## config.mk

```make
export PLATFORM = sky130hd
export DESIGN_NAME = sh_core
export DESIGN_NICKNAME = d
export VERILOG_FILES = /design/src/verilog/sh_pkg.sv /design/src/verilog/fwd_if.sv /design/src/verilog/sh_alu.sv /design/src/verilog/sh_bypass.sv /design/src/verilog/sh_core.sv /design/src/verilog/sh_regfile.sv /design/src/verilog/sh_stages.sv
export SDC_FILE = /design/constraint.sdc
export NUM_CORES = 1
export LEC_CHECK = 0
export BUFFER_PORTS_ARGS = -buffer_cell sky130_fd_sc_hd__buf_2
export CORE_ASPECT_RATIO = 0.8
export CORE_UTILIZATION = 54
export DETAILED_ROUTE_END_ITERATION = 10
export GPL_ROUTABILITY_DRIVEN = 0
export PLACE_DENSITY = 0.69
export SLEW_MARGIN = 40
export SYNTH_ARGS = -nofsm -noshare
export SYNTH_HDL_FRONTEND = slang
export SYNTH_SLANG_ARGS = --single-unit
export TNS_END_PERCENT = 5
```

## constraint.sdc

```tcl
create_clock -name CLK -period 7.3 [get_ports CLK]
set_clock_uncertainty 0.2 [all_clocks]
set_input_delay 0.365 -clock CLK [delete_from_list [all_inputs] [get_ports CLK]]
set_output_delay 0.365 -clock CLK [all_outputs]
set_load 0.05 [all_outputs]
```

## src/verilog/sh_pkg.sv

```systemverilog
package sh_pkg;

	localparam int WORD_W    = 32;
	localparam int REG_NUM_W = 4;
	localparam int IMM_W     = 8;
	localparam int REG_COUNT = 16;

	typedef logic [REG_NUM_W-1:0] reg_num_t;
	typedef logic [WORD_W-1:0]    word_t;
	typedef logic [IMM_W-1:0]     imm8_t;

	// Two-operand forms Rn = Rn op Rm or Rn = Rn op imm8
	typedef enum logic [3:0] {
		ADD,
		ADDC,
		SUB,
		AND_,
		OR_,
		XOR_,
		MOV,
		MOVI,
		ADDI,
		CMP_EQ,
		CMP_HS,
		CMP_GT,
		SHLL,
		SHLR
	} alu_op_t;

	typedef struct packed {
		logic     valid;
		alu_op_t  op;
		reg_num_t rn;
		logic     wr;
		word_t    res;
	} stage_t;

	localparam stage_t STAGE_EMPTY = '0;

	// Compares only touch T
	function automatic logic op_writes_reg(alu_op_t op);
		return !(op inside {CMP_EQ, CMP_HS, CMP_GT});
	endfunction

	function automatic logic op_uses_imm(alu_op_t op);
		return op inside {MOVI, ADDI};
	endfunction

endpackage

```

## src/verilog/fwd_if.sv

```systemverilog
`timescale 1ns/100ps

interface fwd_if;
	import sh_pkg::*;

	// Later stages with the nearest first
	reg_num_t ma_rn;
	logic     ma_wr;
	word_t    ma_res;
	reg_num_t wb_rn;
	logic     wb_wr;
	word_t    wb_res;
	reg_num_t wb2_rn;
	logic     wb2_wr;
	word_t    wb2_res;

	modport stages (
		output ma_rn, ma_wr, ma_res, wb_rn, wb_wr, wb_res, wb2_rn, wb2_wr, wb2_res
	);

	modport bypass (
		input ma_rn, ma_wr, ma_res, wb_rn, wb_wr, wb_res, wb2_rn, wb2_wr, wb2_res
	);

endinterface

```

## src/verilog/sh_alu.sv

```systemverilog
`timescale 1ns/100ps

module sh_alu (
	input  sh_pkg::alu_op_t op,
	input  sh_pkg::word_t   opa,
	input  sh_pkg::word_t   opb,
	input  logic            t_in,
	output sh_pkg::word_t   res,
	output logic            t_out,
	output logic            t_set
);

	import sh_pkg::*;

	word_t adder_res;
	logic  adder_c;
	logic  adder_eq;
	logic  adder_gt;
	word_t log_res;
	word_t shift_res;
	logic  shift_c;

	//******************************
	// Adder
	//******************************
	always_comb begin
		logic          sub;
		logic          cin;
		word_t         b_in;
		logic [WORD_W:0] sum;
		logic          ovf;

		sub  = op inside {SUB, CMP_EQ, CMP_HS, CMP_GT};
		b_in = sub ? ~opb : opb;
		cin  = sub | ((op == ADDC) & t_in);
		sum  = {1'b0, opa} + {1'b0, b_in} + {{WORD_W{1'b0}}, cin};
		// Overflow of a - b
		ovf  = (opa[WORD_W-1] ^ opb[WORD_W-1]) & (sum[WORD_W-1] ^ opa[WORD_W-1]);

		adder_res = sum[WORD_W-1:0];
		adder_c   = sum[WORD_W];
		adder_eq  = (sum[WORD_W-1:0] == '0);
		adder_gt  = ~(sum[WORD_W-1] ^ ovf) & ~adder_eq;
	end

	//******************************
	// Logic and shifter
	//******************************
	always_comb begin
		case (op)
			AND_:    log_res = opa & opb;
			OR_:     log_res = opa | opb;
			XOR_:    log_res = opa ^ opb;
			default: log_res = opb;
		endcase
	end

	always_comb begin
		if (op == SHLR) begin
			shift_res = {1'b0, opa[WORD_W-1:1]};
			shift_c   = opa[0];
		end
		else begin
			shift_res = {opa[WORD_W-2:0], 1'b0};
			shift_c   = opa[WORD_W-1];
		end
	end

	// Result and T select
	always_comb begin
		res   = adder_res;
		t_out = 1'b0;
		case (op)
			ADDC:                    t_out = adder_c;
			CMP_EQ:                  t_out = adder_eq;
			CMP_HS:                  t_out = adder_c;
			CMP_GT:                  t_out = adder_gt;
			AND_, OR_, XOR_, MOV, MOVI: res = log_res;
			SHLL, SHLR: begin
				res   = shift_res;
				t_out = shift_c;
			end
			default: ;
		endcase
	end

	assign t_set = op inside {ADDC, CMP_EQ, CMP_HS, CMP_GT, SHLL, SHLR};

endmodule

```

## src/verilog/sh_bypass.sv

```systemverilog
`timescale 1ns/100ps

module sh_bypass (
	input  sh_pkg::stage_t   ex,
	input  sh_pkg::reg_num_t ex_rm,
	input  sh_pkg::word_t    ex_a_raw,
	input  sh_pkg::word_t    ex_b_raw,
	input  sh_pkg::imm8_t    ex_imm,
	fwd_if.bypass            fwd,
	output sh_pkg::word_t    opa,
	output sh_pkg::word_t    opb
);

	import sh_pkg::*;

	word_t imm_ext;
	word_t rm_val;

	// Newest producer wins
	function automatic word_t fwd_pick(reg_num_t num, word_t raw);
		word_t val;
		if (fwd.ma_wr && fwd.ma_rn == num) begin
			val = fwd.ma_res;
		end
		else if (fwd.wb_wr && fwd.wb_rn == num) begin
			val = fwd.wb_res;
		end
		else if (fwd.wb2_wr && fwd.wb2_rn == num) begin
			val = fwd.wb2_res;
		end
		else begin
			val = raw;
		end
		return val;
	endfunction

	assign imm_ext = {{(WORD_W-IMM_W){ex_imm[IMM_W-1]}}, ex_imm};

	//******************************
	// Operand A is always Rn
	//******************************
	always_comb begin
		opa = fwd_pick(ex.rn, ex_a_raw);
	end

	//******************************
	// Operand B is Rm or imm8
	//******************************
	always_comb begin
		rm_val = fwd_pick(ex_rm, ex_b_raw);
	end

	always_comb begin
		if (op_uses_imm(ex.op)) begin
			opb = imm_ext;
		end
		else begin
			opb = rm_val;
		end
	end

endmodule

```

## src/verilog/sh_core.sv

```systemverilog
`timescale 1ns/100ps

module sh_core (
	input  logic             CLK,
	input  logic             RST_N,
	input  logic             CE,
	input  logic             op_valid,
	input  sh_pkg::alu_op_t  op_code,
	input  sh_pkg::reg_num_t op_rn,
	input  sh_pkg::reg_num_t op_rm,
	input  sh_pkg::imm8_t    op_imm,
	output logic             wb_valid,
	output sh_pkg::reg_num_t wb_rn,
	output sh_pkg::word_t    wb_data,
	output logic             t_flag
);

	import sh_pkg::*;

	word_t    ra_data;
	word_t    rb_data;
	stage_t   ex;
	reg_num_t ex_rm;
	word_t    ex_a_raw;
	word_t    ex_b_raw;
	imm8_t    ex_imm;
	word_t    opa;
	word_t    opb;
	word_t    alu_res;
	logic     alu_t;
	logic     alu_t_set;
	reg_num_t wr_num;
	word_t    wr_data;
	logic     wr_en;

	fwd_if fwd ();

	sh_regfile i_sh_regfile (
		.CLK     (CLK),
		.RST_N   (RST_N),
		.CE      (CE),
		.ra_num  (op_rn),
		.rb_num  (op_rm),
		.ra_data (ra_data),
		.rb_data (rb_data),
		.wr_num  (wr_num),
		.wr_data (wr_data),
		.wr_en   (wr_en)
	);

	sh_bypass i_sh_bypass (
		.ex       (ex),
		.ex_rm    (ex_rm),
		.ex_a_raw (ex_a_raw),
		.ex_b_raw (ex_b_raw),
		.ex_imm   (ex_imm),
		.fwd      (fwd.bypass),
		.opa      (opa),
		.opb      (opb)
	);

	sh_alu i_sh_alu (
		.op    (ex.op),
		.opa   (opa),
		.opb   (opb),
		.t_in  (t_flag),
		.res   (alu_res),
		.t_out (alu_t),
		.t_set (alu_t_set)
	);

	sh_stages i_sh_stages (
		.CLK       (CLK),
		.RST_N     (RST_N),
		.CE        (CE),
		.op_valid  (op_valid),
		.op_code   (op_code),
		.op_rn     (op_rn),
		.op_rm     (op_rm),
		.op_imm    (op_imm),
		.ra_data   (ra_data),
		.rb_data   (rb_data),
		.alu_res   (alu_res),
		.alu_t     (alu_t),
		.alu_t_set (alu_t_set),
		.ex        (ex),
		.ex_rm     (ex_rm),
		.ex_a_raw  (ex_a_raw),
		.ex_b_raw  (ex_b_raw),
		.ex_imm    (ex_imm),
		.t_flag    (t_flag),
		.fwd       (fwd.stages),
		.wr_num    (wr_num),
		.wr_data   (wr_data),
		.wr_en     (wr_en),
		.wb_valid  (wb_valid),
		.wb_rn     (wb_rn),
		.wb_data   (wb_data)
	);

endmodule

```

## src/verilog/sh_regfile.sv

```systemverilog
`timescale 1ns/100ps

module sh_regfile (
	input  logic             CLK,
	input  logic             RST_N,
	input  logic             CE,
	input  sh_pkg::reg_num_t ra_num,
	input  sh_pkg::reg_num_t rb_num,
	output sh_pkg::word_t    ra_data,
	output sh_pkg::word_t    rb_data,
	input  sh_pkg::reg_num_t wr_num,
	input  sh_pkg::word_t    wr_data,
	input  logic             wr_en
);

	import sh_pkg::*;

	word_t regs [REG_COUNT];

	// Single write port fed from WB
	always_ff @(posedge CLK or negedge RST_N) begin
		if (!RST_N) begin
			for (int i = 0; i < REG_COUNT; i++) begin
				regs[i] <= '0;
			end
		end
		else if (CE && wr_en) begin
			regs[wr_num] <= wr_data;
		end
	end

	// Old value on a same-cycle write is covered by WB2 forwarding
	assign ra_data = regs[ra_num];
	assign rb_data = regs[rb_num];

endmodule

```

## src/verilog/sh_stages.sv

```systemverilog
`timescale 1ns/100ps

module sh_stages (
	input  logic             CLK,
	input  logic             RST_N,
	input  logic             CE,
	input  logic             op_valid,
	input  sh_pkg::alu_op_t  op_code,
	input  sh_pkg::reg_num_t op_rn,
	input  sh_pkg::reg_num_t op_rm,
	input  sh_pkg::imm8_t    op_imm,
	input  sh_pkg::word_t    ra_data,
	input  sh_pkg::word_t    rb_data,
	input  sh_pkg::word_t    alu_res,
	input  logic             alu_t,
	input  logic             alu_t_set,
	output sh_pkg::stage_t   ex,
	output sh_pkg::reg_num_t ex_rm,
	output sh_pkg::word_t    ex_a_raw,
	output sh_pkg::word_t    ex_b_raw,
	output sh_pkg::imm8_t    ex_imm,
	output logic             t_flag,
	fwd_if.stages            fwd,
	output sh_pkg::reg_num_t wr_num,
	output sh_pkg::word_t    wr_data,
	output logic             wr_en,
	output logic             wb_valid,
	output sh_pkg::reg_num_t wb_rn,
	output sh_pkg::word_t    wb_data
);

	import sh_pkg::*;

	stage_t   ex_q;
	stage_t   ma_q;
	stage_t   wb_q;
	stage_t   wb2_q;
	reg_num_t ex_rm_q;
	imm8_t    ex_imm_q;
	word_t    ex_b_q;
	logic     t_q;

	//******************************
	// Pipeline advance on CE edges
	//******************************
	always_ff @(posedge CLK or negedge RST_N) begin
		if (!RST_N) begin
			ex_q     <= STAGE_EMPTY;
			ma_q     <= STAGE_EMPTY;
			wb_q     <= STAGE_EMPTY;
			wb2_q    <= STAGE_EMPTY;
			ex_rm_q  <= '0;
			ex_imm_q <= '0;
			ex_b_q   <= '0;
			t_q      <= 1'b0;
		end
		else if (CE) begin
			// EX res slot holds the raw Rn read until the ALU runs
			ex_q.valid <= op_valid;
			ex_q.op    <= op_code;
			ex_q.rn    <= op_rn;
			ex_q.wr    <= op_valid && op_writes_reg(op_code);
			ex_q.res   <= ra_data;
			ex_rm_q    <= op_rm;
			ex_imm_q   <= op_imm;
			ex_b_q     <= rb_data;

			ma_q     <= ex_q;
			ma_q.res <= alu_res;
			wb_q     <= ma_q;
			wb2_q    <= wb_q;

			if (ex_q.valid && alu_t_set) begin
				t_q <= alu_t;
			end
		end
	end

	assign ex       = ex_q;
	assign ex_rm    = ex_rm_q;
	assign ex_a_raw = ex_q.res;
	assign ex_b_raw = ex_b_q;
	assign ex_imm   = ex_imm_q;
	assign t_flag   = t_q;

	// Forwarding taps
	assign fwd.ma_rn   = ma_q.rn;
	assign fwd.ma_wr   = ma_q.wr;
	assign fwd.ma_res  = ma_q.res;
	assign fwd.wb_rn   = wb_q.rn;
	assign fwd.wb_wr   = wb_q.wr;
	assign fwd.wb_res  = wb_q.res;
	assign fwd.wb2_rn  = wb2_q.rn;
	assign fwd.wb2_wr  = wb2_q.wr;
	assign fwd.wb2_res = wb2_q.res;

	assign wr_num   = wb_q.rn;
	assign wr_data  = wb_q.res;
	assign wr_en    = wb_q.wr;
	assign wb_valid = wb_q.valid;
	assign wb_rn    = wb_q.rn;
	assign wb_data  = wb_q.res;

endmodule
```

==> metrics.md <==
| Metric | Value |
|---|---|
| Vias | `28569` |
| DP Area | `42640 µm²` |
| All-Layer GR Usage | `31.38%` |
| Clock Tree Buf Depth | `3` |
| DR DRC count | `0` |
| Post-CTS Resized | `0` |
| Core Region | `between 70000 and 80000 µm²` |
| # Post-CTS Setup Buffers | `0` |
| H-tree Lvls | `3` |
| CP Launch Point | `i_sh_stages.ex_rm[2]` |
| Area grow syn2layout | `9.312%` |
| DRT Pass-1 Iters | `6` |
| Outcome | `finished clean` |
| Startpoint Class | `register` |
| Critical path class | `register to register` |
| Rows | `90` |
| Total of max-cap violations | `0` |
| Input/output buffers | `61` |
| Post-synth cell types | `77` |
| I/O pins | `62` |
| Worst EP arrival | `6.48 ns` |
| Area contributors post-synth | `dfrtp_1, mux2_2, mux4_2` |
| Root Buffer Master | `clkbuf_16` |
| Setup TNS | `0 ns` |
| Yosys top cell area share | `43.01%` |
| Pre-CTS setup slack | `1.315 ns` |
| P per Cell Area | `422.4 nW/µm²` |
| Final WS setup | `between 1 and 1.5 ns` |
| RSZ-0062 raised after global routing | `false` |
| CTS tree | `yes` |
| Top FF cell, synth | `dfrtp_1` |
| Final cycle utilization of the critical path | `83.84%` |
| FFs w/ async S/R, synth | `100.0%` |
| Vias per cell | `6.871` |
| Number of global-route vias before repair | `29590` |
| Most frequent cells in the layout | `dfrtp_1, mux2_2, mux4_2, nor2_1, a21oi_1` |
| WL per Instance | `28.80 µm` |
| EDFF count, synth | `0` |
| Die area | `77830 µm²` |
| Fin cells | `roughly 4200` |
| Setup violators final | `0` |
| Reg-to-reg startpoint | `i_sh_stages.ex_rm[2]` |
| VDD IR max | `approximately 0.21 mV` |
| YS warnings | `0` |
| Largest net degree at the start of global routing | `~160` |
| First-pass GRT wire length | `185.6 mm` |
| Final Max Slew Viols | `0` |
| Reg2reg setup slack | `1.18 ns` |
| # nets final | `3219` |
| Final Cell Area | `45280 µm²` |
| Fillers | `5785` |
| Worst-Skew Late Latency | `0.64 ns` |
| Worst-margin pin slew | `1.008 ns` |
| GRT overflow | `0` |
| Synth Register Bits | `712` |
| Endpoints failing hold | `0` |
| Synthesized area per cell | `13.00 µm²` |
| Post-detail-place hpwl | `between 70 and 80 mm` |
| Die Height | `249.7 µm` |
| Clk pin slew, worst setup/hold paths | `roughly 0.07 ns` |
| Cells after DPL | `4017` |
| Initial antenna violation count | `1` |
| Routed Antenna Nets | `0` |
| ANT cells | `0` |
| Share of cells above drive strength 1 | `39.92%` |
| Critical path endpoint | `i_sh_stages.t_flag` |
| Leak pwr | `19.79 nW` |
| Post-Route WL | `119.7 mm` |
| Clock sink count | `712` |
| R2R depth | `18` |
| Mapped Nets | `3307` |
| Storage element area | `between 15000 and 20000 µm²` |
| Fmax | `0.1634 GHz` |
| Most common cell after layout, fill and taps aside | `dfrtp_1` |
| Post-Syn Area | `between 40000 and 50000 µm²` |
| Die W | `311.7 µm` |
| CP required | `7.66 ns` |
| Worst flop-to-flop path endpoint | `i_sh_stages.t_flag` |
| Post-Syn Instances | `about 3200` |
| Initial core utilization | `54.74%` |
| Worst-path fanout max | `18` |
| Register area share after synthesis | `43.01%` |
| DR iter-0 viols | `3100` |
| Critical Path End Type | `register` |
| Max-Slew Margin vs Limit | `around a third` |
| Tightest Hold Check Type | `input port to asynchronous set/reset pin` |
| Num CTS Buffers | `73` |
| Multi-input logic area | `around 22000 µm²` |
| Post-layout minimum cycle time | `6.121 ns` |
| Cell taking the most area after synthesis | `dfrtp_1` |
[cell type report]
cell class / instances / share of cell area, %
Multi-Input combinational cell: 2091 / 49.27
Sequential cell: 712 / 39.36
Clock buffer: 103 / 4.686
Tap cell: 1012 / 2.796
Timing Repair Buffer: 141 / 2.619
Inverter: 79 / 0.6548
Clock inverter: 20 / 0.6134
[report_power, final]
| group | leakage [nW] | internal [mW] | switching, mW | total (mW) |
|---|---|---|---|---|
| registers | 9.22 | 5.61 | 1.88 | 7.49 |
| clock network | 1.17 | 2.21 | 1.60 | 3.81 |
| logic | 9.40 | 3.88 | 3.94 | 7.83 |
[flip-flops by register name, summed over array words and instances, names as in the netlist, 8 cells and up]
register,count
i_sh_regfile.regs,512
i_sh_stages.ex_a_raw,32
i_sh_stages.ex_b_raw,32
i_sh_stages.fwd.ma_res,32
i_sh_stages.fwd.wb2_res,32
i_sh_stages.fwd.wb_res,32
i_sh_stages.ex,10
i_sh_stages.ex_imm,8
[metrics by stage]
stage               utilization [%]  power, mW  hold slack [ns]
finish                        59.84      19.13          0.04315
global route                  59.84      20.16          0.06648
CTS                           59.72      19.02           0.1349
detailed placement            56.35      15.16           0.2937
global placement              56.28      14.71           0.2713
floorplan                         -      12.80          -0.1306
[synthesized netlist by cell type, drive strengths merged (17+ instances only)]
cell type    n
xor2        37
buf         66
a21oi      103
mux2i       69
o221ai      20
nand3       17
clkbuf     238
a211oi      54
a221o       22
a221oi      35
nand2       96
mux4       303
xnor2       31
o21ai       70
nor3        27
ha          95
and3        19
inv         78
nor2       176
mux2       675
dfrtp      712
a211o       17
a31oi       24
[logic make-up (layout without fill, tap and decap cells)]
| family | Yosys count | count (layout) | share of synthesized area [%] |
|---|---|---|---|
| flip-flops | 712 | 712 | 43.01 |
| AO/OA/AOI/OAI | 463 | 463 | 7.968 |
| multiplexers | 1047 | 1047 | 36.49 |
| XOR/XNOR | 68 | 68 | 1.438 |
| buffers and inverters | 383 | 343 | 3.513 |
| AND/OR/NAND/NOR | 416 | 416 | 4.618 |
| adder cells (fa/ha/maj) | 97 | 97 | 2.966 |
[worst max-delay path, cell delays in order (launching register included)]
cell	delay [ns]
dfrtp_1	0.44
xor2_1	0.19
nor3_2	0.40
and2_1	0.22
buf_4	0.38
mux2i_1	0.15
a211o_1	0.30
a31oi_1	0.45
xor2_1	0.14
ha_1	0.42
a21oi_1	0.34
o21ai_1	0.19
or3_1	0.39
nor3_1	0.42
o21ba_2	0.24
o22ai_1	0.06
or4_1	0.43
or4_1	0.49
o211ai_1	0.18
[worst min path at each step]
| stage | startpoint | endpoint | slack [ns] | cells after the start |
|---|---|---|---|---|
| 2_1_floorplan | RST_N | i_sh_regfile.regs[0] | -0.13 | 0 |
| 3_3_place_gp | RST_N | i_sh_regfile.regs[119] | 0.27 | 1 |
| 3_5_place_dp | i_sh_stages.ex_imm[2] | i_sh_stages.ex_imm[2] | 0.29 | 1 |
| 4_1_cts | op_rn[3] | i_sh_stages.ex_a_raw[13] | 0.13 | 3 |
| 5_1_grt | RST_N | i_sh_regfile.regs[281] | 0.07 | 2 |
| 6_report | RST_N | i_sh_regfile.regs[281] | 0.04 | 2 |
[per-layer routing]
metal	track usage [%]	part of all wire, %
met1	43.10	41
met2	48.92	47
met3	5.484	7.7
met4	14.66	5.0
met5	0	0
[repair_timing]
action                     4_1_cts  5_1_grt
setup endpoints to repair        0        0
hold endpoints to repair       127        0
hold buffers                    15        0
No activity file was read; power rests on OpenSTA's default activity.
